===== src/rtl/game_pkg.sv =====
// game package
// raster timing, link constants and the shared stream, mode and position byte types

package game_pkg;

    ////////////////////////////////////////////////////////////////////////////
    // 640x480 raster, 800x525 total
    localparam int H_ACTIVE     = 640;
    localparam int H_TOTAL      = 800;
    localparam int H_SYNC_START = 656;
    localparam int H_SYNC_END   = 752;
    localparam int V_ACTIVE     = 480;
    localparam int V_TOTAL      = 525;
    localparam int V_SYNC_START = 490;
    localparam int V_SYNC_END   = 492;

    ////////////////////////////////////////////////////////////////////////////
    // drawing and position link
    localparam int CLKS_PER_BIT = 434;         // 115200 baud at 50 MHz
    localparam int CURSOR_ARM   = 5;
    localparam int GLOVE_SIZE   = 32;

    localparam logic [2:0] TAG_X_LOW  = 3'b001;
    localparam logic [2:0] TAG_X_HIGH = 3'b010;

    localparam logic [1:0] REG_MODE       = 2'd0;
    localparam logic [1:0] REG_BG         = 2'd1;
    localparam logic [1:0] REG_CURSOR_RGB = 2'd2;

    typedef struct packed {
        logic [10:0] hcount;
        logic [9:0]  vcount;
        logic        hsync;
        logic        vsync;
        logic        hblnk;
        logic        vblnk;
        logic [11:0] rgb;
    } vga_stream_t;

    typedef enum logic [1:0] {
        SHOOTER = 2'd0,
        KEEPER  = 2'd1
    } game_mode_t;

    // one byte on the wire, seen raw or as payload over tag
    typedef union packed {
        logic [7:0] raw;
        struct packed {
            logic [4:0] payload;
            logic [2:0] tag;
        } field;
    } pos_byte_t;

endpackage


===== src/rtl/draw_cursor.sv =====
// crosshair overlay
// 11x11 cross centred on xpos, ypos, two register stages

`timescale 1ns/1ps

module draw_cursor (
    input  logic                  clk,
    input  logic                  rst,
    input  game_pkg::vga_stream_t in_stream,
    input  logic [11:0]           xpos,
    input  logic [11:0]           ypos,
    input  logic [11:0]           cursor_rgb,
    output game_pkg::vga_stream_t out_stream
);

    logic [12:0]           h_pos;
    logic [12:0]           v_pos;
    logic [12:0]           x_pos;
    logic [12:0]           y_pos;
    logic                  on_col;
    logic                  on_row;
    logic                  active;
    game_pkg::vga_stream_t s1_stream;
    logic                  s1_on;

    assign h_pos = {2'b00, in_stream.hcount};
    assign v_pos = {3'b000, in_stream.vcount};
    assign x_pos = {1'b0, xpos};
    assign y_pos = {1'b0, ypos};

    // widened so the +arm terms never wrap
    assign on_col = (h_pos == x_pos) && (v_pos + 13'(game_pkg::CURSOR_ARM) >= y_pos)
                    && (v_pos <= y_pos + 13'(game_pkg::CURSOR_ARM));
    assign on_row = (v_pos == y_pos) && (h_pos + 13'(game_pkg::CURSOR_ARM) >= x_pos)
                    && (h_pos <= x_pos + 13'(game_pkg::CURSOR_ARM));
    assign active = !in_stream.hblnk && !in_stream.vblnk;

    always_ff @(posedge clk) begin
        if (rst) begin
            s1_stream  <= '0;
            s1_on      <= 1'b0;
            out_stream <= '0;
        end else begin
            s1_stream  <= in_stream;
            s1_on      <= active && (on_col || on_row);
            out_stream <= s1_stream;
            if (s1_on) begin
                out_stream.rgb <= cursor_rgb;
            end
        end
    end

endmodule


===== src/rtl/draw_gloves.sv =====
// glove sprite overlay
// 32x32 box at xpos, ypos, mask read from the sprite ROM, two register stages

`timescale 1ns/1ps

module draw_gloves (
    input  logic                  clk,
    input  logic                  rst,
    input  game_pkg::vga_stream_t in_stream,
    input  logic [11:0]           xpos,
    input  logic [11:0]           ypos,
    output logic [9:0]            pixel_addr,
    input  logic                  pixel_on,
    output game_pkg::vga_stream_t out_stream
);

    localparam logic [11:0] GLOVE_RGB = 12'hf80;

    logic [11:0]           col_off;
    logic [11:0]           row_off;
    logic                  in_cols;
    logic                  in_rows;
    logic                  active;
    game_pkg::vga_stream_t s1_stream;
    logic                  s1_in_box;

    assign col_off = {1'b0, in_stream.hcount} - xpos;
    assign row_off = {2'b00, in_stream.vcount} - ypos;

    // the >= terms catch offsets that wrapped around
    assign in_cols = ({1'b0, in_stream.hcount} >= xpos) && (col_off < game_pkg::GLOVE_SIZE);
    assign in_rows = ({2'b00, in_stream.vcount} >= ypos) && (row_off < game_pkg::GLOVE_SIZE);
    assign active  = !in_stream.hblnk && !in_stream.vblnk;

    assign pixel_addr = {row_off[4:0], col_off[4:0]};   // row major

    always_ff @(posedge clk) begin
        if (rst) begin
            s1_stream  <= '0;
            s1_in_box  <= 1'b0;
            out_stream <= '0;
        end else begin
            s1_stream  <= in_stream;
            s1_in_box  <= active && in_cols && in_rows;
            out_stream <= s1_stream;
            if (s1_in_box && pixel_on) begin          // rom data lines up with stage 1
                out_stream.rgb <= GLOVE_RGB;
            end
        end
    end

endmodule


===== src/rtl/game_regs.sv =====
// game configuration registers
// game mode, background colour and cursor colour, written by address strobe

`timescale 1ns/1ps

module game_regs (
    input  logic                 clk,
    input  logic                 rst,
    input  logic                 wr_en,
    input  logic [1:0]           reg_addr,
    input  logic [11:0]          reg_data,
    output game_pkg::game_mode_t mode,
    output logic [11:0]          bg_rgb,
    output logic [11:0]          cursor_rgb
);

    always_ff @(posedge clk) begin
        if (rst) begin
            mode       <= game_pkg::SHOOTER;
            bg_rgb     <= 12'h000;
            cursor_rgb <= 12'hfff;
        end else if (wr_en) begin
            case (reg_addr)
                game_pkg::REG_MODE: begin
                    mode <= reg_data[0] ? game_pkg::KEEPER : game_pkg::SHOOTER;
                end
                game_pkg::REG_BG:         bg_rgb     <= reg_data;
                game_pkg::REG_CURSOR_RGB: cursor_rgb <= reg_data;
                default: ;                               // unmapped, ignored
            endcase
        end
    end

endmodule


===== src/rtl/gloves_rom.sv =====
// glove sprite ROM
// 32 rows of 32-bit masks, left and right glove side by side, one cycle read

`timescale 1ns/1ps

module gloves_rom (
    input  logic       clk,
    input  logic [9:0] pixel_addr,
    output logic       pixel_on
);

    // bit 31 is the leftmost column
    localparam logic [31:0] MASK [32] = '{
        32'h0000_0000, 32'h0000_0000, 32'h0db0_0db0, 32'h0db0_0db0,
        32'h1db8_1db8, 32'h1db8_1db8, 32'h1ff8_1ff8, 32'h1ff8_1ff8,
        32'h1ffe_1ffe, 32'h1ffe_1ffe, 32'h1ffe_1ffe, 32'h1ffc_1ffc,
        32'h1ff8_1ff8, 32'h1ff8_1ff8, 32'h1ff8_1ff8, 32'h0ff0_0ff0,
        32'h0ff0_0ff0, 32'h0ff0_0ff0, 32'h0ff0_0ff0, 32'h07e0_07e0,
        32'h07e0_07e0, 32'h0ff0_0ff0, 32'h0ff0_0ff0, 32'h0ff0_0ff0,
        32'h0000_0000, 32'h0000_0000, 32'h0000_0000, 32'h0000_0000,
        32'h0000_0000, 32'h0000_0000, 32'h0000_0000, 32'h0000_0000
    };

    always_ff @(posedge clk) begin
        pixel_on <= MASK[pixel_addr[9:5]][5'd31 - pixel_addr[4:0]];
    end

endmodule


===== src/rtl/goal_top.sv =====
// penalty game overlay top
// registers, raster timing, cursor drawing and the position UART

`timescale 1ns/1ps

module goal_top (
    input  logic                  clk,
    input  logic                  rst,
    input  logic [11:0]           xpos,
    input  logic [11:0]           ypos,
    input  logic                  wr_en,
    input  logic [1:0]            reg_addr,
    input  logic [11:0]           reg_data,
    output game_pkg::vga_stream_t out_stream,
    output logic                  uart_tx
);

    game_pkg::game_mode_t  mode;
    logic [11:0]           bg_rgb;
    logic [11:0]           cursor_rgb;
    game_pkg::vga_stream_t timing_stream;
    logic                  tx_load;
    logic [7:0]            tx_byte;
    logic                  tx_busy;

    game_regs u_game_regs (
        .clk        (clk),
        .rst        (rst),
        .wr_en      (wr_en),
        .reg_addr   (reg_addr),
        .reg_data   (reg_data),
        .mode       (mode),
        .bg_rgb     (bg_rgb),
        .cursor_rgb (cursor_rgb)
    );

    vga_timing u_vga_timing (
        .clk    (clk),
        .rst    (rst),
        .bg_rgb (bg_rgb),
        .stream (timing_stream)
    );

    mouse_control u_mouse_control (
        .clk        (clk),
        .rst        (rst),
        .in_stream  (timing_stream),
        .xpos       (xpos),
        .ypos       (ypos),
        .mode       (mode),
        .cursor_rgb (cursor_rgb),
        .tx_busy    (tx_busy),
        .tx_load    (tx_load),
        .tx_byte    (tx_byte),
        .out_stream (out_stream)
    );

    pos_uart_tx u_pos_uart_tx (
        .clk     (clk),
        .rst     (rst),
        .tx_load (tx_load),
        .tx_byte (tx_byte),
        .tx_busy (tx_busy),
        .uart_tx (uart_tx)
    );

endmodule


===== src/rtl/mouse_control.sv =====
// cursor selection and position link
// picks the crosshair or glove stream by game mode and sends the
// cursor x position as two tagged bytes once per frame

`timescale 1ns/1ps

module mouse_control (
    input  logic                  clk,
    input  logic                  rst,
    input  game_pkg::vga_stream_t in_stream,
    input  logic [11:0]           xpos,
    input  logic [11:0]           ypos,
    input  game_pkg::game_mode_t  mode,
    input  logic [11:0]           cursor_rgb,
    input  logic                  tx_busy,
    output logic                  tx_load,
    output logic [7:0]            tx_byte,
    output game_pkg::vga_stream_t out_stream
);

    typedef enum logic [1:0] {
        IDLE,
        SEND_LOW,
        SEND_HIGH
    } send_state_t;

    game_pkg::vga_stream_t cursor_stream;
    game_pkg::vga_stream_t gloves_stream;
    game_pkg::vga_stream_t sel_stream;
    logic [9:0]            gloves_addr;
    logic                  gloves_on;
    send_state_t           state;
    logic [9:0]            x_lat;
    logic                  frame_mark;
    game_pkg::pos_byte_t   low_byte;
    game_pkg::pos_byte_t   high_byte;

    draw_cursor u_draw_cursor (
        .clk        (clk),
        .rst        (rst),
        .in_stream  (in_stream),
        .xpos       (xpos),
        .ypos       (ypos),
        .cursor_rgb (cursor_rgb),
        .out_stream (cursor_stream)
    );

    draw_gloves u_draw_gloves (
        .clk        (clk),
        .rst        (rst),
        .in_stream  (in_stream),
        .xpos       (xpos),
        .ypos       (ypos),
        .pixel_addr (gloves_addr),
        .pixel_on   (gloves_on),
        .out_stream (gloves_stream)
    );

    gloves_rom u_gloves_rom (
        .clk        (clk),
        .pixel_addr (gloves_addr),
        .pixel_on   (gloves_on)
    );

    ////////////////////////////////////////////////////////////////////////////
    // stream select and output register

    assign sel_stream = (mode == game_pkg::KEEPER) ? gloves_stream : cursor_stream;

    always_ff @(posedge clk) begin
        if (rst) begin
            out_stream <= '0;
        end else begin
            out_stream <= sel_stream;
        end
    end

    ////////////////////////////////////////////////////////////////////////////
    // per-frame send of x position

    assign frame_mark = (out_stream.hcount == 11'd0)
                        && (out_stream.vcount == 10'(game_pkg::V_ACTIVE));   // vblank start

    always_comb begin
        low_byte.field.tag      = game_pkg::TAG_X_LOW;
        low_byte.field.payload  = x_lat[4:0];
        high_byte.field.tag     = game_pkg::TAG_X_HIGH;
        high_byte.field.payload = x_lat[9:5];
    end

    always_ff @(posedge clk) begin
        if (rst) begin
            state   <= IDLE;
            tx_load <= 1'b0;
        end else begin
            tx_load <= 1'b0;
            case (state)
                IDLE: begin
                    if (frame_mark) begin
                        state <= SEND_LOW;
                    end
                end
                SEND_LOW: begin
                    if (!tx_busy) begin
                        tx_load <= 1'b1;
                        state   <= SEND_HIGH;
                    end
                end
                SEND_HIGH: begin
                    if (!tx_busy && !tx_load) begin     // busy lags load by a cycle
                        tx_load <= 1'b1;
                        state   <= IDLE;
                    end
                end
                default: state <= IDLE;
            endcase
        end
    end

    always_ff @(posedge clk) begin
        if (state == IDLE && frame_mark) begin
            x_lat <= xpos[9:0];
        end
        if (state == SEND_LOW) begin
            tx_byte <= low_byte.raw;
        end else if (state == SEND_HIGH) begin
            tx_byte <= high_byte.raw;
        end
    end

    a_load_not_busy: assert property (@(posedge clk) disable iff (rst)
        tx_load |-> !tx_busy);

    a_state_legal: assert property (@(posedge clk) disable iff (rst)
        state inside {IDLE, SEND_LOW, SEND_HIGH});

endmodule


===== src/rtl/pos_uart_tx.sv =====
// 8N1 UART transmitter
// loads one byte on a strobe, shifts out start, 8 data bits LSB first and stop

`timescale 1ns/1ps

module pos_uart_tx (
    input  logic       clk,
    input  logic       rst,
    input  logic       tx_load,
    input  logic [7:0] tx_byte,
    output logic       tx_busy,
    output logic       uart_tx
);

    logic [8:0] bit_timer;
    logic [3:0] bit_idx;
    logic [9:0] frame;
    logic       bit_end;

    assign bit_end = (bit_timer == 9'(game_pkg::CLKS_PER_BIT - 1));
    assign uart_tx = frame[0];                  // all ones when idle

    always_ff @(posedge clk) begin
        if (rst) begin
            tx_busy   <= 1'b0;
            bit_timer <= '0;
            bit_idx   <= '0;
            frame     <= '1;
        end else if (!tx_busy) begin
            if (tx_load) begin
                tx_busy   <= 1'b1;
                bit_timer <= '0;
                bit_idx   <= '0;
                frame     <= {1'b1, tx_byte, 1'b0};
            end
        end else if (bit_end) begin
            bit_timer <= '0;
            frame     <= {1'b1, frame[9:1]};     // refill with idle level
            if (bit_idx == 4'd9) begin
                tx_busy <= 1'b0;                 // end of stop bit
                bit_idx <= '0;
            end else begin
                bit_idx <= bit_idx + 4'd1;
            end
        end else begin
            bit_timer <= bit_timer + 9'd1;
        end
    end

    a_idle_high: assert property (@(posedge clk) disable iff (rst)
        !tx_busy |-> uart_tx);

endmodule


===== src/rtl/vga_timing.sv =====
// VGA timing generator
// pixel and line counters with registered sync, blanking and background colour

`timescale 1ns/1ps

module vga_timing (
    input  logic                  clk,
    input  logic                  rst,
    input  logic [11:0]           bg_rgb,
    output game_pkg::vga_stream_t stream
);

    logic [10:0] h_cnt;
    logic [9:0]  v_cnt;
    logic        h_act;
    logic        v_act;

    always_ff @(posedge clk) begin
        if (rst) begin
            h_cnt <= '0;
            v_cnt <= '0;
        end else if (h_cnt == 11'(game_pkg::H_TOTAL - 1)) begin
            h_cnt <= '0;
            if (v_cnt == 10'(game_pkg::V_TOTAL - 1)) begin
                v_cnt <= '0;
            end else begin
                v_cnt <= v_cnt + 10'd1;
            end
        end else begin
            h_cnt <= h_cnt + 11'd1;
        end
    end

    assign h_act = (h_cnt < game_pkg::H_ACTIVE);
    assign v_act = (v_cnt < game_pkg::V_ACTIVE);

    always_ff @(posedge clk) begin
        if (rst) begin
            stream <= '0;
        end else begin
            stream.hcount <= h_cnt;
            stream.vcount <= v_cnt;
            stream.hsync  <= (h_cnt >= game_pkg::H_SYNC_START) && (h_cnt < game_pkg::H_SYNC_END);
            stream.vsync  <= (v_cnt >= game_pkg::V_SYNC_START) && (v_cnt < game_pkg::V_SYNC_END);
            stream.hblnk  <= !h_act;
            stream.vblnk  <= !v_act;
            stream.rgb    <= (h_act && v_act) ? bg_rgb : 12'h000;   // black in blanking
        end
    end

    a_hcount_range: assert property (@(posedge clk) disable iff (rst)
        stream.hcount < game_pkg::H_TOTAL);

endmodule


===== config.mk =====
export PLATFORM = sky130hd
export DESIGN_NAME = goal_top
export DESIGN_NICKNAME = d
export VERILOG_FILES = /design/src/rtl/game_pkg.sv /design/src/rtl/draw_cursor.sv /design/src/rtl/draw_gloves.sv /design/src/rtl/game_regs.sv /design/src/rtl/gloves_rom.sv /design/src/rtl/goal_top.sv /design/src/rtl/mouse_control.sv /design/src/rtl/pos_uart_tx.sv /design/src/rtl/vga_timing.sv
export SDC_FILE = /design/constraint.sdc
export NUM_CORES = 1
export LEC_CHECK = 0
export ABC_CLOCK_PERIOD_IN_PS = 3600
export BUFFER_PORTS_ARGS = -buffer_cell sky130_fd_sc_hd__buf_2
export CAP_MARGIN = 20
export CORE_MARGIN = 2
export CORE_UTILIZATION = 28
export DETAILED_ROUTE_END_ITERATION = 16
export SLEW_MARGIN = 10
export SYNTH_ARGS = -nofsm -noshare
export SYNTH_HDL_FRONTEND = slang
export SYNTH_SLANG_ARGS = --single-unit

===== constraint.sdc =====
create_clock -name clk -period 3.6 [get_ports clk]
set_clock_uncertainty 0.1 [all_clocks]
set_input_delay 0 -clock clk [delete_from_list [all_inputs] [get_ports clk]]
set_output_delay 0 -clock clk [all_outputs]
set_load 0.01 [all_outputs]

Yosys cells after proc, flatten, opt, wreduce, memory -nomap -nowiden. Memory sizes are Yosys's and may differ from the RTL's. Index checks and enable logic that the tools add are counted.

Bits in registers: 254. Memory bits (read-only): 1024. Input bits: 41. Output and inout port bits: 38. Logic and storage cells: 162. Memories kept: 1.

$add $sub $neg: 11. Magnitude comparators: 16. Eq/ne operators: 16. Muxes and demuxes: 32. Bitwise operators: 2. Reductions and logical operators: 37.

Memories: (name not given) (words 32, width 32, read ports 1, clocked after Yosys merged registers in 0, write ports 0, RTL line gloves_rom.sv:25) `pixel_on <= MASK[pixel_addr[9:5]][5'd31 - pixel_addr[4:0]];`.

Operator list (number): $mux W32 (2); $mux W10 (4); $mux W12 (3); $mux W9 (3); $add A12 B3 Y13 const B (2); $ge A11 B12 Y1 (2); $lt A12 B6 Y1 const B (2); $lt A11 B10 Y1 const B (2); $lt A10 B9 Y1 const B (2); $logic_and A1 B1 Y1 (17); $mux W4 (4); $mux W8 (2); $le A10 B13 Y1 (1); $le A11 B13 Y1 (1); $add A11 B3 Y12 const B (1); $eq A10 B12 Y1 (1); $eq A11 B12 Y1 (1); $ge A10 B12 Y1 (1); $ge A12 B12 Y1 (1); $sub A10 B12 Y12 (1); $sub A11 B12 Y12 (1); $add A10 B3 Y11 const B (1); $add A11 B1 Y11 const B (1); $eq A11 B10 Y1 const B (1); other kinds (31) (57).

Logic depth before layout (Yosys ltp). Gate-level depths: netlist (run 1).

Depth in word-level cells: 7. Gate-level depth with buffers: 12.

By module. A second synthesis (run 1) with hierarchy kept.

Cells, all modules: 1469. Area total of the unflattened synthesis: 13965.9 µm².

Modules (own cells, without submodules): draw_cursor (instances 1, cells an instance 434, area an instance 4035.1 µm²); draw_gloves (instances 1, cells an instance 323, area an instance 3144.3 µm²); mouse_control (instances 1, cells an instance 225, area an instance 2167.1 µm²); vga_timing (instances 1, cells an instance 201, area an instance 2033.2 µm²); pos_uart_tx (instances 1, cells an instance 139, area an instance 1196.1 µm²); game_regs (instances 1, cells an instance 113, area an instance 1117.3 µm²); gloves_rom (instances 1, cells an instance 34, area an instance 272.8 µm²).

Worst setup path before layout (run 1). Ideal clock, no wire load.

Kind: reg-to-reg. Start: register u_vga_timing.stream[16] (netlist bit). End: register u_mouse_control.u_gloves_rom.pixel_on. Setup time: 0.079 ns. Data arrival time: 2.524 ns. Data required time: 3.421 ns. Setup slack: 0.896 ns. Stages on the path, launching flop included: 12. Buffers on the path: 0. Clock period less this slack: 2.704 ns. Path through: dfxtp_1 -> inv_1 -> ha_1 -> inv_1 -> fa_1 -> xor2_2 -> a21oi_2 -> o211ai_2 -> a31oi_1 -> or3_1 -> a221o_1 -> a211oi_2.

Cells in the longest elaborated chain, start to end: 7.

Ends and longest elaborated chain: start: declaration (RTL line vga_timing.sv:10) `output game_pkg::vga_stream_t stream`; $sub A10 B12 Y12 (RTL line draw_gloves.sv:28) `assign row_off = {2'b00, in_stream.vcount} - ypos;`; $not A5 Y6 (not written as such) (RTL line gloves_rom.sv:25); $mem_v2 Z32 W32; $mux W32 (not written as such) (2 in series) (RTL line gloves_rom.sv:25); $bmux W1 S5 (RTL line gloves_rom.sv:25); $mux W1 (not written as such) (RTL line gloves_rom.sv:25); end signal: assignment (RTL line gloves_rom.sv:25); end: declaration (RTL line gloves_rom.sv:9) `output logic pixel_on`.

No other way between the ends. The select of a mux whose other input is x is not followed. A chain may end at the register's enable or synchronous reset.

Final worst setup path (run 1).
Start: register u_vga_timing.stream[17] (netlist bit). End: register u_mouse_control.u_draw_cursor.s1_on.

Cells in the longest elaborated chain, start to end: 6. Elaborated cells between the ends (all ways): 10. Classes of those cells: 1 x add/sub; 2 x order compare; 1 x eq/ne; 6 x reduce/logical.

Ends and longest elaborated chain: $add A10 B3 Y11 (RTL line draw_cursor.sv:32) `assign on_col = (h_pos == x_pos) && (v_pos + 13'(game_pkg::CURSOR_ARM) >= y_pos)`; $ge A11 B12 Y1 (RTL line draw_cursor.sv:32); $logic_and A1 B1 Y1 (RTL line draw_cursor.sv:32); $logic_and A1 B1 Y1 (RTL line draw_cursor.sv:33) `&& (v_pos <= y_pos + 13'(game_pkg::CURSOR_ARM));`; $logic_or A1 B1 Y1 (*) (RTL line draw_cursor.sv:45) `s1_on <= active && (on_col || on_row);`; $logic_and A1 B1 Y1 (*) (RTL line draw_cursor.sv:45); end signal: assignment (RTL line draw_cursor.sv:45); end: declaration (RTL line draw_cursor.sv:24) `logic s1_on;`.

Every way passes the cells marked *; elsewhere a longest branch is shown, timed or not.

==> results of run 1 <==
Yosys cell counts, drive strengths merged, types with 9 or more instances:
master  count  area (sq um)
nand3b     18           135
nor2b     110           688
edfxtp     15           450
xnor2      33           289
dfxtp     237          4740
and3       16           101
nand4      19           119
nor4       10          62.6
nand3      18          90.1
inv        55           206
clkbuf     33           125
and2       23           144
ha         79           988
o21ai      38           190
xor2       20           183
a21oi      53           269
mux2i      44           440
nand2b      9          56.3
a21o       15           114
or3        10          63.8
nand2      68           255
nor2      142           533
nor3       13          65.1
power by group through the flow:
stage / Combinational, mW / Clock, mW / Sequential [mW]
after floorplan: 0.256 / 0 / 2.92
after global placement: 0.347 / 0 / 2.93
after detailed placement: 0.356 / 0 / 2.93
after CTS: 0.386 / 2.63 / 2.86
after global routing: 0.434 / 2.75 / 2.87
final: 0.384 / 2.56 / 2.86
flip-flops by register name (all words and copies together) (netlist names), 9 cells and up:
| signal | cells |
|---|---|
| u_mouse_control.x_lat | 10 |
| u_mouse_control.u_draw_cursor.out_stream | 37 |
| u_mouse_control.u_draw_cursor.s1_stream | 37 |
| u_mouse_control.out_stream | 37 |
| u_game_regs.bg_rgb | 12 |
| u_vga_timing.stream | 37 |
| u_pos_uart_tx.frame | 9 |
| u_pos_uart_tx.bit_timer | 9 |
| u_vga_timing.h_cnt | 11 |
| u_game_regs.cursor_rgb | 12 |
| u_vga_timing.v_cnt | 10 |
| u_mouse_control.u_draw_gloves.out_stream | 12 |
routing by layer:
layer	track usage	part of all wire
met1	0.150	0.46
met4	0.0334	0.023
met3	0.0200	0.049
met2	0.202	0.47
met5	0	0.00085
worst max-delay path, delay by kind of cell, from the launching register on:
family / cells / cell delay, ns
fa+ha+maj: 1 / 0.30
xor+xnor: 1 / 0.15
simple gates: 2 / 0.40
buf+inv: 1 / 0.56
flops: 1 / 0.47
compound gates: 6 / 1.20
final timing paths:
check	slack (ns)	cells past startpoint	to
worst max-delay path	0.30	11	u_mouse_control.u_draw_cursor.s1_on
worst min-delay path	0.08	7	u_mouse_control.u_draw_gloves.s1_in_box
worst max register to register	0.30	11	u_mouse_control.u_draw_cursor.s1_on
worst min register to register	0.33	1	u_mouse_control.out_stream[30]
repair_timing:
item / CTS / global route
endpoints found under the hold margin: 88 / 0
gates resized for setup: 0 / 0
hold buffers: 33 / 0
metrics by stage:
| step | instances | hold slack, ns |
|---|---|---|
| after floorplan | 1177 | -0.00113 |
| after global placement | 1744 | 0.125 |
| after detailed placement | 1744 | 0.126 |
| after CTS | 1820 | 0.0515 |
| after global routing | 1821 | 0.0989 |
| final | 1822 | 0.0789 |
cells by family after synthesis:
group | after synthesis | synth area share
simple gates | 481 | 0.225
flops | 252 | 0.466
compound gates | 168 | 0.0988
buf+inv | 94 | 0.0318
fa+ha+maj | 82 | 0.0932
xor+xnor | 53 | 0.0423
mux | 47 | 0.0425
cell type report:
type / instances / area (sq um) / share of cell area
inverters: 55 / 206 / 0.0156
repair buffers: 114 / 749 / 0.0566
clock buffers: 38 / 768 / 0.0581
flip-flops and latches: 252 / 5190 / 0.393
diodes: 2 / 5.00 / 0.000378
multi-input cells: 831 / 5600 / 0.423
clock inverters: 5 / 55.1 / 0.00416
well taps: 525 / 657 / 0.0496
==> reports/results.env, run 1 <==
RUN_STATUS='completed'
HPWLAFTERDP_MICRONS=18100
CLK_LATENCY_NS=0.51
WORST_SETUP_PATH_END_KIND='flip-flop'
OVERFLOW=0
GLOBALROUTETOTALUTIL=0.117
VDD.IR_DROP.WORST_uV=300
PRE_REPAIR_DR_ITERATION_COUNT=6
CLOCK_TREE.ROOT_CELL='clkbuf_16'
DRT.ANTENNA.VIOLATING_NETS=0
YOSYSUNIQUECELLTYPES=70
LEAST_MARGIN_PIN_SLEW_NS=0.870
CORE_AREA_SQ_UM=39500
FILLERINSTANCES=4016
POSTSYNTHCELLCOUNT=1177
FINALPOWER_mW=5.81
SYNTH_NETS=1299
CLOCK_TREE.BUFFER_DEPTH=3
WIRELENGTH_PER_CELL_MICRONS=13.5
ANTENNA_VIOLATIONS_BEFORE_REPAIR=4
CRITPATHKIND='flip-flop to flip-flop'
CRITPATHARRIVALTIME_NS=3.60
POSTCTSSETUPBUFFERS=0
CRIT_TOP_CELL='a211o_1'
WORST_SETUP_PATH_STARTPOINT='u_vga_timing.stream[17]'
CTS_BUFFERS=26
DRV_SLEW=0
FINISH.INSTANCE_AREA_SQ_UM=13200
FINAL.PERIOD_UTILIZATION=0.916
INITIAL_CORE_UTIL=0.282
YOSYS_WARNINGS=0
SETUP_TNS_NS=0
MAX_FREQ_GHz=0.303
PLACE_AREA_SQ_UM=12100
INITIALDRTVIOLATIONCOUNT=457
LAYOUT-AREA-OVERHEAD-VS-SYNTH_PCT=18.7
FINAL_WORST_PATH_PERIOD_NEED_NS=3.30
SLOWEST_DELAY_NS=0.56
UTILIZATION=0.335
CRITPATHLAUNCHTYPE='flip-flop'
SEQ_POWER_SHARE=0.493
P_CLK_FRAC=0.441
CTS_TREE='built'
SYNTH_TOP_FLOP_CELL='dfxtp_1'
HP-START='ypos[11]'
MAXCAPVIOLCOUNT=0
IO_PINS=79
PLACE_CONGESTION=0.854
GRT_PASS1_WL_MICRONS=40200
PLACE_WORST_SETUP_SLACK_NS=0.636
POWER_REPORT.INTERNAL_TOTAL_mW=4.55
TIMING.CRITICAL_PATH.SLOWEST_STAGE_CELL='dlygate4sd3_1'
CRITICAL_PATH.REG2REG.STARTPOINT='u_vga_timing.stream[17]'
POST_SYNTH_EDFFS=15
LARGEST_DRIVER_FANOUT_ON_THE_CRITICAL_PATH=6
PORTBUFFERS=78
CLOCK-SINKS=252
DETAIL_ROUTE.DRC_VIOLATIONS=0
CLK_TRANSITION_REPORTED_PATHS_NS=0.06
P_SWITCHING_mW=1.26
LEAKAGEPOWER_nW=5.54
WORST_EP_REQUIRED_TIME_NS=3.90
DESIGN.DIE.AREA_SQ_UM=41400
VIA_PER_INST=4.52
SWSHARE=0.217
YS_SEQ_AREA_FRAC=0.466
POWER-PER-CELL-AREA_nW_PER_UM2=439
MOSTFREQUENTLAYOUTCELL='dfxtp_1'
DIE_HEIGHT_MICRONS=204
FIN_NETS=1402
POST_SYNTH.CELL_AREA_AVG_SQ_UM=9.47
HOLD_CLASS='primary input to flip-flop'
CELLS_ALONG_THE_CRITICAL_PATH='a21oi_1 -> nor2_1 -> nand3_1 -> xnor2_1 -> ha_1 -> a21o_1 -> a211o_1 -> a211o_1 -> a31oi_1 -> o32ai_1 -> dlygate4sd3_1'
DIE_W_MICRONS=204
P_COMB_FRAC=0.066
FINAL_SETUP_VIOLATIONS=0
MOSTFREQUENTLAYOUTCELLS='237 x dfxtp_1, 142 x nor2_1, 110 x nor2b_1'
NUM_ROWS=73
GRT_PASS1_VIAS=8023
HOLD_VIOLATIONS=0
POST_SYNTH_INSTANCE_AREA_SQ_UM=11100
POST_ROUTE_CELLS_DRIVE_ABOVE_1_SHARE=0.103
ROUTED-VIA-COUNT=8238
GRT_SETUP_UNREPAIRED='false'
H_TREE_LEVELS=1
GRT_START_MAX_NET_PINS=88
YS_SEQ_ELEMENTS=252
POSTSYNTH.ASYNCRESETSHARE=0
TIMING.FINAL.WS_SETUP_NS=0.303
TIMING.MAX_SLEW.REL_SLACK=0.420
DRT_WL_TOTAL_MICRONS=24600
No activity file was read; power rests on OpenSTA's default activity.
==> run 2, diff against run 1 <==
--- a/config.mk
+++ b/config.mk
@@ -8,9 +8,12 @@
 export ABC_CLOCK_PERIOD_IN_PS = 3600
 export BUFFER_PORTS_ARGS = -buffer_cell sky130_fd_sc_hd__buf_2
 export CAP_MARGIN = 20
+export CELL_PAD_IN_SITES_DETAIL_PLACEMENT = 1
+export CELL_PAD_IN_SITES_GLOBAL_PLACEMENT = 2
 export CORE_MARGIN = 2
 export CORE_UTILIZATION = 28
 export DETAILED_ROUTE_END_ITERATION = 16
+export PLACE_DENSITY_LB_ADDON = 0.1
 export SLEW_MARGIN = 10
 export SYNTH_ARGS = -nofsm -noshare
 export SYNTH_HDL_FRONTEND = slang
==> run 2 against run 1 <==
Net effect: sequential share of layout area shrank 0.58 points; critical endpoint unchanged; critical path type unchanged; clock-buffer cell count grew 3; routed wire length up 20%; flip-flop and latch count is the same.
==> reports/results.env, run 2 (synthesis gave the netlist of run 1 again) <==
RUN_STATUS='completed'
WIRELENGTH_PER_CELL_MICRONS=16.1
MOSTFREQUENTLAYOUTCELLS='237 x dfxtp_1, 142 x nor2_1, 110 x nor2b_1'
DRT.ANTENNA.VIOLATING_NETS=0
CLOCK_TREE.BUFFER_DEPTH=3
DIE_W_MICRONS=204
POWER-PER-CELL-AREA_nW_PER_UM2=472
CTS_TREE='built'
GLOBALROUTETOTALUTIL=0.145
GRT_SETUP_UNREPAIRED='false'
NUM_ROWS=73
PLACE_CONGESTION=0.798
DRT_WL_TOTAL_MICRONS=29600
WORST_EP_REQUIRED_TIME_NS=3.94
GRT_PASS1_WL_MICRONS=47800
DETAIL_ROUTE.DRC_VIOLATIONS=0
CLOCK_TREE.ROOT_CELL='clkbuf_16'
LEAST_MARGIN_PIN_SLEW_NS=1.02
POST_CTS_RESIZED=0
LEAKAGEPOWER_nW=5.64
VDD.IR_DROP.WORST_uV=341
PRE_REPAIR_DR_ITERATION_COUNT=4
WORST_SETUP_PATH_END_KIND='flip-flop'
HP-START='xpos[6]'
TIMING.FINAL.WS_SETUP_NS=0.264
POSTCTSSETUPBUFFERS=0
ANTENNA_VIOLATIONS_BEFORE_REPAIR=0
INITIALDRTVIOLATIONCOUNT=267
CLK_TRANSITION_REPORTED_PATHS_NS=0.06
CLK_LATENCY_NS=0.55
DRV_SLEW=0
FINAL.PERIOD_UTILIZATION=0.927
GRT_PASS1_VIAS=8631
PLACE_WORST_SETUP_SLACK_NS=0.564
CRITICAL_PATH.REG2REG.STARTPOINT='u_vga_timing.stream[17]'
CTS-HOLD-FIX-BUFFERS=35
PORTBUFFERS=78
DIE_HEIGHT_MICRONS=204
FIN_NETS=1410
ROUTED-VIA-COUNT=8336
HOLD_VIOLATIONS=0
IO_PINS=79
LAYOUT-AREA-OVERHEAD-VS-SYNTH_PCT=20.5
LARGEST_DRIVER_FANOUT_ON_THE_CRITICAL_PATH=6
MOSTFREQUENTLAYOUTCELL='dfxtp_1'
POST_ROUTE_CELLS_DRIVE_ABOVE_1_SHARE=0.109
HPWLAFTERDP_MICRONS=21600
GRT_START_MAX_NET_PINS=77
H_TREE_LEVELS=1
ANTENNA-DIODE-COUNT=0
MAX_FREQ_GHz=0.300
VIA_PER_INST=4.55
CRITPATHARRIVALTIME_NS=3.68
DESIGN.DIE.AREA_SQ_UM=41400
TIMING.MAX_SLEW.REL_SLACK=0.320
OVERFLOW=0
WORST_SETUP_PATH_STARTPOINT='u_vga_timing.stream[17]'
FINAL_SETUP_VIOLATIONS=0
CRITPATHLAUNCHTYPE='flip-flop'
CTS_BUFFERS=29
CLOCK-SINKS=252
FINAL_WORST_PATH_PERIOD_NEED_NS=3.34
HOLD_CLASS='primary input to flip-flop'
PLACE_AREA_SQ_UM=12100
CORE_AREA_SQ_UM=39500
SETUP_TNS_NS=0
CRITPATHKIND='flip-flop to flip-flop'
INITIAL_CORE_UTIL=0.282
MAXCAPVIOLCOUNT=0
FINISH.INSTANCE_AREA_SQ_UM=13400
run 2: final timing paths:
check                                                           end  slack, ns  cells after the start
worst min register to register       u_mouse_control.out_stream[34]       0.34                      1
worst max register to register  u_mouse_control.u_draw_cursor.s1_on       0.26                     11
worst max-delay path            u_mouse_control.u_draw_cursor.s1_on       0.26                     11
worst min-delay path                       u_mouse_control.x_lat[6]       0.12                      2
run 2: critical path: stages, from the launching register on:
cell and delay (ns):
dfxtp_1 0.47, a21oi_1 0.16, nor2_1 0.26, nand3_1 0.13
xnor2_1 0.16, ha_1 0.30, a21o_1 0.16, a211o_1 0.30
a211o_1 0.26, a31oi_1 0.22, o32ai_1 0.13, dlygate4sd3_1 0.56
run 2: report_power, final:
part | switching [mW] | leakage [nW] | internal [mW]
Clock | 1.15 | 0.479 | 1.91
Combinational | 0.236 | 3.11 | 0.168
Sequential | 0.0202 | 2.05 | 2.85
run 2: per-stage QoR:
step           hold WS, ns   util  total power, mW  instances
3_3_place_gp         0.135  0.306             3.31       1747
2_1_floorplan     -0.00113      -             3.17       1177
5_1_grt              0.125  0.340             6.62       1831
4_1_cts             0.0816  0.340             6.47       1831
3_5_place_dp         0.135  0.306             3.31       1747
6_report             0.123  0.340             6.33       1831
run 2: cell type report:
type | count | area, sq um
Fill cell | 4539 | 26100
Multi-Input combinational cell | 831 | 5600
Sequential cell | 252 | 5190
Clock buffer | 41 | 811
Timing Repair Buffer | 119 | 792
Tap cell | 525 | 657
Inverter | 55 | 206
Clock inverter | 8 | 173
run 2: layer usage:
metal / global-route usage / vias up / wire length, microns
met5: 0 / - / 0
met4: 0.0368 / 0 / 656
met3: 0.0232 / 42 / 924
met2: 0.245 / 94 / 13700
met1: 0.194 / 3947 / 14300
li1: - / 4253 / -
